[config.mk]
export PLATFORM = sky130hd
export DESIGN_NAME = snake_body_ctrl
export DESIGN_NICKNAME = d
export VERILOG_FILES = /design/src/snake_geom_pkg.sv /design/src/snake_ctrl_pkg.sv /design/src/snake_body_ctrl.sv /design/src/body_shifter.sv /design/src/head_stepper.sv /design/src/move_sequencer.sv
export SDC_FILE = /design/constraint.sdc
export NUM_CORES = 1
export LEC_CHECK = 0
export BUFFER_PORTS_ARGS = -buffer_cell sky130_fd_sc_hd__buf_2
export CAP_MARGIN = 10
export CORE_ASPECT_RATIO = 1.1
export CORE_MARGIN = 2
export CORE_UTILIZATION = 27
export DETAILED_ROUTE_END_ITERATION = 10
export HOLD_SLACK_MARGIN = 0.06
export MAX_ROUTING_LAYER = met4
export PLACE_DENSITY_LB_ADDON = 0.15
export SLEW_MARGIN = 20
export SYNTH_ARGS = -nofsm -noshare
export SYNTH_HDL_FRONTEND = slang
export SYNTH_SLANG_ARGS = --single-unit
[constraint.sdc]
create_clock -name main_clk -period 4.03 [get_ports main_clk]
set_input_delay 0.2015 -clock main_clk [delete_from_list [all_inputs] [get_ports main_clk]]
set_output_delay 0.2015 -clock main_clk [all_outputs]
set_load 0.1 [all_outputs]
[src/snake_geom_pkg.sv]
`default_nettype none

package snake_geom_pkg;

  // one grid axis, the 16x16 board wraps at both edges
  localparam int COORD_W = 4;
  // score counter width
  localparam int SCORE_W = 8;

  typedef logic [COORD_W-1:0] coord_t;

  // a single grid cell
  typedef struct packed {
    coord_t x;
    coord_t y;
  } pos_t;

  // up and left decrement, down and right increment
  typedef enum logic [1:0] {
    dir_up    = 2'd0,
    dir_down  = 2'd1,
    dir_right = 2'd2,
    dir_left  = 2'd3
  } dir_e;

  // start pose, head with one segment trailing to the left
  localparam pos_t START_HEAD = '{x: 4'd4, y: 4'd4};
  localparam pos_t START_TAIL = '{x: 4'd3, y: 4'd4};

  // one cell step in the given direction, wraps modulo 16
  function automatic pos_t step_pos(pos_t p, dir_e d);
    pos_t q;
    q = p;
    case (d)
      dir_up:    q.y = p.y - coord_t'(1);
      dir_down:  q.y = p.y + coord_t'(1);
      dir_right: q.x = p.x + coord_t'(1);
      dir_left:  q.x = p.x - coord_t'(1);
      default:   q = p;
    endcase
    return q;
  endfunction

endpackage

`default_nettype wire
[src/snake_ctrl_pkg.sv]
`default_nettype none

package snake_ctrl_pkg;

  // what the position registers do on the coming edge
  // hold   nothing changes
  // move   head steps, body shifts and is trimmed to score+2
  // grow   head steps, body shifts and keeps its tail
  // restart back to the start pose
  typedef enum logic [1:0] {
    act_hold    = 2'd0,
    act_move    = 2'd1,
    act_grow    = 2'd2,
    act_restart = 2'd3
  } act_e;

  // command from the sequencer to both position keepers
  // dir is passed along on every cycle, only used on move and grow
  typedef struct packed {
    act_e                 act;
    snake_geom_pkg::dir_e dir;
  } step_cmd_t;

endpackage

`default_nettype wire

[src/snake_body_ctrl.sv]
`timescale 1ns/10ps
`default_nettype none

module snake_body_ctrl #(
  parameter int MAX_LENGTH = 30
) (
  input  logic                                  main_clk,
  input  logic                                  nrst,
  // level, low pauses the game
  input  logic                                  run,
  // one main_clk wide strobe per body step
  input  logic                                  body_tick,
  input  logic                                  enable,
  input  logic                                  apple_hit,
  input  logic                                  wall_hit,
  input  snake_geom_pkg::dir_e                  dir,
  output snake_geom_pkg::pos_t                  head,
  output snake_geom_pkg::pos_t [MAX_LENGTH-1:0] body,
  output logic [snake_geom_pkg::SCORE_W-1:0]    score
);

  import snake_ctrl_pkg::*;

  // decoded action, shared by both position keepers
  step_cmd_t cmd;

  // strobes and collisions in, command and score out
  move_sequencer #(
    .MAX_LENGTH (MAX_LENGTH)
  ) move_sequencer_i (
    .main_clk  (main_clk),
    .nrst      (nrst),
    .run       (run),
    .body_tick (body_tick),
    .enable    (enable),
    .apple_hit (apple_hit),
    .wall_hit  (wall_hit),
    .dir       (dir),
    .cmd       (cmd),
    .score     (score)
  );

  // head cell
  head_stepper head_stepper_i (
    .main_clk (main_clk),
    .nrst     (nrst),
    .cmd      (cmd),
    .head     (head)
  );

  // segment list, length follows the score
  body_shifter #(
    .MAX_LENGTH (MAX_LENGTH)
  ) body_shifter_i (
    .main_clk (main_clk),
    .nrst     (nrst),
    .cmd      (cmd),
    .score    (score),
    .body     (body)
  );

endmodule

`default_nettype wire

[src/body_shifter.sv]
`timescale 1ns/10ps
`default_nettype none

module body_shifter #(
  parameter int MAX_LENGTH = 30
) (
  input  logic                                 main_clk,
  input  logic                                 nrst,
  input  snake_ctrl_pkg::step_cmd_t            cmd,
  input  logic [snake_geom_pkg::SCORE_W-1:0]   score,
  output snake_geom_pkg::pos_t [MAX_LENGTH-1:0] body
);

  import snake_geom_pkg::*;
  import snake_ctrl_pkg::*;

  // stepped head for this tick
  pos_t                  next_head;
  // body with the new head pushed in at index 0
  pos_t [MAX_LENGTH-1:0] shifted;
  // shifted body cut back to score+2 segments
  pos_t [MAX_LENGTH-1:0] trimmed;
  // head and one tail segment with everything else empty
  pos_t [MAX_LENGTH-1:0] start_body;

  // index 0 mirrors the head register so step from it directly
  // the head module updates on the same edge and its output is still the old value
  assign next_head = step_pos(body[0], cmd.dir);

  // oldest segment drops off the far end
  assign shifted = {body[MAX_LENGTH-2:0], next_head};

  // a plain move keeps score+2 cells and clears the rest
  always_comb begin
    trimmed = shifted;
    for (int i = 0; i < MAX_LENGTH; i++) begin
      if (i >= int'(score) + 2) begin
        trimmed[i] = '0;
      end
    end
  end

  always_comb begin
    start_body    = '0;
    start_body[0] = START_HEAD;
    start_body[1] = START_TAIL;
  end

  // segment list register
  always_ff @(posedge main_clk or negedge nrst) begin
    if (!nrst) begin
      body <= start_body;
    end else begin
      case (cmd.act)
        act_move: begin
          body <= trimmed;
        end
        act_grow: begin
          // tail stays so the snake is one cell longer
          body <= shifted;
        end
        act_restart: begin
          body <= start_body;
        end
        default: begin
          body <= body;
        end
      endcase
    end
  end

  // index 0 tracks the head and lands on START_HEAD after a restart
  // or on the cell one step from the old head otherwise
  a_body_head_entry : assert property (
    @(posedge main_clk) disable iff (!nrst)
    (cmd.act != act_hold) |=>
      body[0] == (($past(cmd.act) == act_restart) ? START_HEAD : $past(next_head))
  ) else $error("body index 0 does not follow the head");

endmodule

`default_nettype wire

[src/head_stepper.sv]
`timescale 1ns/10ps
`default_nettype none

module head_stepper (
  input  logic                      main_clk,
  input  logic                      nrst,
  input  snake_ctrl_pkg::step_cmd_t cmd,
  output snake_geom_pkg::pos_t      head
);

  import snake_geom_pkg::*;
  import snake_ctrl_pkg::*;

  // head register
  // move and grow both advance one cell, restart reloads the start cell
  always_ff @(posedge main_clk or negedge nrst) begin
    if (!nrst) begin
      head <= START_HEAD;
    end else begin
      case (cmd.act)
        act_move, act_grow: begin
          head <= step_pos(head, cmd.dir);
        end
        act_restart: begin
          head <= START_HEAD;
        end
        default: begin
          // hold
          head <= head;
        end
      endcase
    end
  end

  // true when a and b are neighbours on the wrapped grid
  function automatic logic one_cell_apart(pos_t a, pos_t b);
    coord_t dx;
    coord_t dy;
    logic   x_step;
    logic   y_step;
    dx = a.x - b.x;
    dy = a.y - b.y;
    // distance of one either way, 15 is -1 modulo 16
    x_step = (dx == coord_t'(1)) || (dx == coord_t'(15));
    y_step = (dy == coord_t'(1)) || (dy == coord_t'(15));
    return (x_step && dy == '0) || (y_step && dx == '0);
  endfunction

  // a move never jumps, only one axis changes by one cell
  a_head_one_cell : assert property (
    @(posedge main_clk) disable iff (!nrst)
    (cmd.act inside {act_move, act_grow}) |=> one_cell_apart($past(head), head)
  ) else $error("head moved by more than one cell");

endmodule

`default_nettype wire

[src/move_sequencer.sv]
`timescale 1ns/10ps
`default_nettype none

module move_sequencer #(
  parameter int MAX_LENGTH = 30
) (
  input  logic                              main_clk,
  input  logic                              nrst,
  input  logic                              run,
  input  logic                              body_tick,
  input  logic                              enable,
  input  logic                              apple_hit,
  input  logic                              wall_hit,
  input  snake_geom_pkg::dir_e              dir,
  output snake_ctrl_pkg::step_cmd_t         cmd,
  output logic [snake_geom_pkg::SCORE_W-1:0] score
);

  import snake_geom_pkg::*;
  import snake_ctrl_pkg::*;

  // body holds at most MAX_LENGTH cells and the score counts the ones past two
  localparam logic [SCORE_W-1:0] SCORE_MAX = SCORE_W'(MAX_LENGTH - 2);

  // action decode is the only place the strobes and collisions are looked at
  always_comb begin
    cmd.dir = dir;
    if (!(run && body_tick)) begin
      // paused or between ticks
      cmd.act = act_hold;
    end else if (wall_hit) begin
      // wall restarts even with enable low
      cmd.act = act_restart;
    end else if (!enable) begin
      cmd.act = act_hold;
    end else if (apple_hit) begin
      cmd.act = act_grow;
    end else begin
      cmd.act = act_move;
    end
  end

  // score counter that saturates once the body fills the array
  always_ff @(posedge main_clk or negedge nrst) begin
    if (!nrst) begin
      score <= '0;
    end else if (cmd.act == act_grow && score < SCORE_MAX) begin
      score <= score + 1'b1;
    end
  end

  // collision detector must never flag apple and wall in one cycle
  a_single_hit : assert property (
    @(posedge main_clk) disable iff (!nrst)
    run |-> !(apple_hit && wall_hit)
  ) else $error("apple_hit and wall_hit high together");

endmodule

`default_nettype wire

## Word level (Yosys, flattened, before mapping)

Cells that the tools add are included.

| storage, ports and cells | value |
|---|---|
| memories | 0 |
| bits in latches | 0 |
| input port bits | 9 |
| register bits after elaboration | 256 |
| ROM bits | 0 |
| memory bits (writable) | 0 |

| operators by class | value |
|---|---|
| bitwise logic cells | 0 |
| shift-type cells | 0 |
| multiplexer cells | 40 |
| reductions and logical operators | 8 |
| div/mod/pow operators | 0 |
| $mul | 0 |
| $lt $le $gt $ge | 31 |
| eq/ne operators | 8 |
| add/subtract/negate cells | 10 |

Operator list:

| operator | count |
|---|---|
| $pmux 240 s3 | 1 |
| $ge 6x32->1 const A | 14 |
| $ge 5x32->1 const A | 8 |
| $mux 8 | 30 |
| $ge 4x32->1 const A | 4 |
| $ge 3x32->1 const A | 2 |
| $ge 1x32->1 const A | 1 |
| $ge 2x32->1 const A | 1 |
| $pmux 4 s2 | 4 |
| $add 4x1->4 const B | 4 |
| $pmux 8 s2 | 1 |
| $sub 4x1->4 const B | 4 |
| $add 8x2->9 const B | 1 |
| $add 8x1->8 const B | 1 |
| $eq 2x2->1 const B | 4 |
| $lt 8x5->1 const B | 1 |
| $mux 2 | 4 |
| $ne 3x1->1 const B | 2 |
| $eq 2x1->1 const B | 2 |
| $reduce_and 2->1 | 2 |
| $reduce_bool 3->1 | 1 |
| $logic_and 1x1->1 | 2 |
| $logic_not 2->1 | 1 |
| $reduce_bool 2->1 | 1 |
| $reduce_or 2->1 | 1 |

## Logic depth before layout (Yosys ltp)

| depth | value |
|---|---|
| word-level depth | 8 |
| depth in mapped cells | 11 |
| depth with buffers taken out | 8 |

## Cells and area by module

A second synthesis with hierarchy kept.

| second synthesis, totals | value |
|---|---|
| cells, all modules | 1022 |
| area total of the unflattened synthesis | 11760.0 um^2 |

By module, submodules not included:

| module | times used | area each (um^2) | cells each |
|---|---|---|---|
| body_shifter | 1 | 10782.8 | 923 |
| head_stepper | 1 | 601.8 | 67 |
| move_sequencer | 1 | 375.4 | 32 |

## Worst setup path after synthesis

OpenSTA, ideal clock, no wires.

| timing | value |
|---|---|
| kind | reg2reg |
| start point | reg move_sequencer_i.score[1] (netlist bit) |
| end point | reg body_shifter_i.body[0] (netlist name) |
| setup slack | 1.135 ns |
| library setup time | 0.179 ns |
| period minus slack after synthesis | 2.895 ns |
| buffers on the path | 0 |
| required time | 3.851 ns |
| cell stages (with the launch flop) | 7 |
| arrival time | 2.716 ns |
| cells stage by stage | dfrtp_1 -> inv_1 -> ha_1 -> nor2b_1 -> nand2_1 -> a2111oi_2 -> a211oi_1 |

| on the way | value |
|---|---|
| cells in the longest elaborated chain, start to end | 4 |

Ends and longest elaborated chain:

| what | line | text |
|---|---|---|
| start: declaration | move_sequencer.sv:16 | `output logic [snake_geom_pkg::SCORE_W-1:0] score` |
| start signal: assignment | move_sequencer.sv:48 | `score <= score + 1'b1;` |
| $add 8x2->9 | body_shifter.sv:37 | `if (i >= int'(score) + 2) begin` |
| $ge 1x32->1 | body_shifter.sv:37 |  |
| $mux 8 | body_shifter.sv:37 |  |
| $pmux 240 s3 | body_shifter.sv:54 | `case (cmd.act)` |

No other way between the ends.
A chain may end at the register's enable or synchronous reset.

## Worst setup path after layout

| timing | value |
|---|---|
| start point | reg move_sequencer_i.score[2] (netlist bit) |
| end point | reg body_shifter_i.body[98] (netlist name) |

| on the way | value |
|---|---|
| cells in the longest elaborated chain, start to end | 4 |

Ends and longest elaborated chain:

| what | line |
|---|---|
| $add 8x2->9 | body_shifter.sv:37 |
| $ge 5x32->1 | body_shifter.sv:37 |
| $mux 8 | body_shifter.sv:37 |
| $pmux 240 s3 | body_shifter.sv:54 |

No other way between the ends.

==> metrics.txt <==
status=finished, final reports clean; adder-cell share of the synthesized area=~2.6%; setup bufs post-CTS=0; gr usage total=19.72%; worst slew margin relative to its limit=40.16%; Post-Synth Simple-Gate Area=between 10% and 20%; Synth Net Count=1,282; Synth Instances=1,249; input/output buffers=264; worst min-delay path category=primary input to async pin; CTS tree=done; worst r2r src=move_sequencer_i.score[2]; share of layout cells above drive strength 1=26.33%; Clock transition at path regs=0.07 ns; vias in the first global route=10.98k; routed wire length=48.11 mm; top_reg_cell synth=dfrtp_1; Pleak=7.602 nW; R2R Path End=body_shifter_i.body[98]; Root Buffer=clkbuf_16; Worst R2R Setup Slack=~1.1 ns; min Tclk post-route=between 2 and 3 ns; clock sinks=256; Critical Path End Type=register; share of Yosys cell area claimed by the top area cell type=48.42%; initial antenna violation count=0; R2R depth=6; H-Tree Level Count=1; CP startpoint=move_sequencer_i.score[2]; Worst EP arrival=3.36 ns; CP Class=register to register; DRC Markers=0; Post-Route Setup TNS=0 ns; Post-synth EDFFs=0; cell area after synthesis=12,870 um^2; top post-synthesis cells by area=dfrtp_1 (48%), mux2i_1 (5.3%), nand2_1 (4.1%); DR WL/cell=roughly 22 um; core area=46,840 um^2; Final ANT Viol Nets=0; Yosys cell types=74; HPWL after DPL=34.27 mm; leading area contributor after synthesis=dfrtp_1; largest net degree at the start of global routing=107; YS warnings=0; placed inst area=14,860 um^2; # setup viols final=0; CTS buffer count=29; VDD IR-drop max=0.5167 mV; utilization after layout=33.85%; first-pass GRT wire length=72.24 mm; die area=49,430 um^2; Row Count=83; 1st-pass router iterations=5; total gr overflow=0; cell area after layout=between 15,000 and 20,000 um^2; Chip Height=roughly 230 um; Avg Cell Area, Syn=10.30 um^2; ant diodes=0; Initial Utilization=27.48%; Via density=5.104; Synth Area in Compound Gates=a little under a quarter; Iter 0 DRT Violations=792; startpoint types=register; final hold viol count=0; Synth Area in XOR/XNOR=0.8750%; DR vias=10.93k; Async SR Flop Fraction=100.0%; sequential share of the synthesized area=49.84%; slew at the pin closest to its max-slew limit=0.8977 ns; #FFs+latches synth=between 200 and 300; Max Cap Violations=0; Die Wd=around 210 um; worst path required time=about 4.4 ns; nets@finish=about 1.5k; most frequent cells in the layout=buf_2 (263), dfrtp_1 (249), nand2_1 (138); final max-slew violation count=0; clock latency on the worst-skew pair=0.56 ns; Final Skew=0.01587 ns; Max Clk Rate=337.1 MHz; Power Dens Cells=approximately 700 nW/um^2; mux contribution to synthesized area=5.376%; unrepaired setup endpoints after global routing=no; Area Growth Syn to Fin=23.18%; Critical Path Sink=body_shifter_i.body[98]; largest family of logic cells by synthesized area=compound AO/OA/AOI/OAI gates; commonest non-fill, non-tap cell in the layout=buf_2; io pins=between 200 and 300; Final GP Congestion=0.8198; final period utilization=73.62%; Clock Path Buffers=3; Worst Path Max Fanout=14
-- sequential cells by signal, indices dropped and copies added, names as in the netlist --
| register | cells |
|---|---|
| move_sequencer_i.score | 8 |
| head_stepper_i.head | 8 |
| body_shifter_i.body | 240 |
-- layer usage --
metal	part of all wire, %	global-route usage (%)	wire (um)
met1	44	25.68	21120
met2	48	31.93	23290
met3	5.6	3.199	2671
met4	2.1	5.018	1031
met5	0	-	0
-- synthesized netlist by cell type (5+ instances only) --
cell       number
dfrtp_1       249
nand2_1       140
inv_1         106
mux2i_1        68
a21oi_1        65
o31ai_1        57
clkbuf_1       46
nor2_1         44
o21ai_0        32
o32ai_1        32
buf_2          26
a41oi_1        24
nor3_1         24
a31oi_1        21
o22ai_1        21
a211oi_1       20
ha_1           20
nand3_1        17
o211ai_1       17
a21boi_0       16
a22oi_1        16
and3_1         13
nand4_1        12
buf_4          10
xnor2_1        10
a2111oi_4       9
nor2b_1         9
a221o_1         8
a221oi_1        8
nand2b_1        8
a21o_1          7
dfstp_2         7
nor4bb_1        6
a221oi_2        5
buf_6           5
-- critical path, cell delays in order, from the launching register on --
cell and delay (ns):
dfrtp_1 0.62, ha_1 0.55, and3_1 0.31, o211ai_4 0.15, buf_4 0.25, a2111oi_4 0.72
o22ai_1 0.19
-- metrics by stage --
step / power (mW) / worst slack, ns / std cells / hold slack (ns)
after floorplan: 7.011 / 1.135 / 1249 / -0.09409
after global placement: 8.189 / 0.9551 / 2087 / 0.2479
after detailed placement: 8.216 / 0.9134 / 2087 / 0.2464
after CTS: 11.01 / 1.083 / 2141 / 0.2045
after global routing: 11.43 / 0.8254 / 2141 / 0.2317
final: 10.91 / 1.063 / 2141 / 0.2130
-- repair_timing --
item / in CTS / in global routing
hold buffers: 1 / 0
gates resized for setup: 0 / 0
endpoints found under the hold margin: 76 / 0
setup endpoints to repair: 0 / 0
-- power by group --
group	switching (mW)	total (mW)	internal, mW
clock network	1.15	2.75	1.61
logic	3.90	4.91	1.00
registers	0.397	3.25	2.85
-- how the worst min path moves through the flow --
stage                      start                endpoint  slack [ns]  cells past startpoint
final                       nrst  head_stepper_i.head[3]        0.21                      2
after global routing      dir[0]  body_shifter_i.body[3]        0.23                      4
after CTS                 dir[0]  body_shifter_i.body[3]        0.20                      4
after detailed placement    nrst  head_stepper_i.head[0]        0.25                      1
after global placement      nrst  head_stepper_i.head[4]        0.25                      1
after floorplan             nrst  body_shifter_i.body[0]       -0.09                      0
-- layout make-up --
cell class              count  area (um^2)
flip-flops and latches    256         6415
multi-input cells         794         5642
inverters                 108        405.4
clock buffers              36        802.0
clock inverters            17        177.7
fillers                  4804        30980
well taps                 637        797.0
repair buffers            293         1614
-- kinds of logic after synthesis --
family,after synthesis
AOI/OAI and AO/OA,390
and+or+nand+nor,299
DFF,256
buffers and inverters,199
xor gates and xnor gates,12
muxes,69
adders and majority gates,24
No activity file was read; power rests on OpenSTA's default activity.
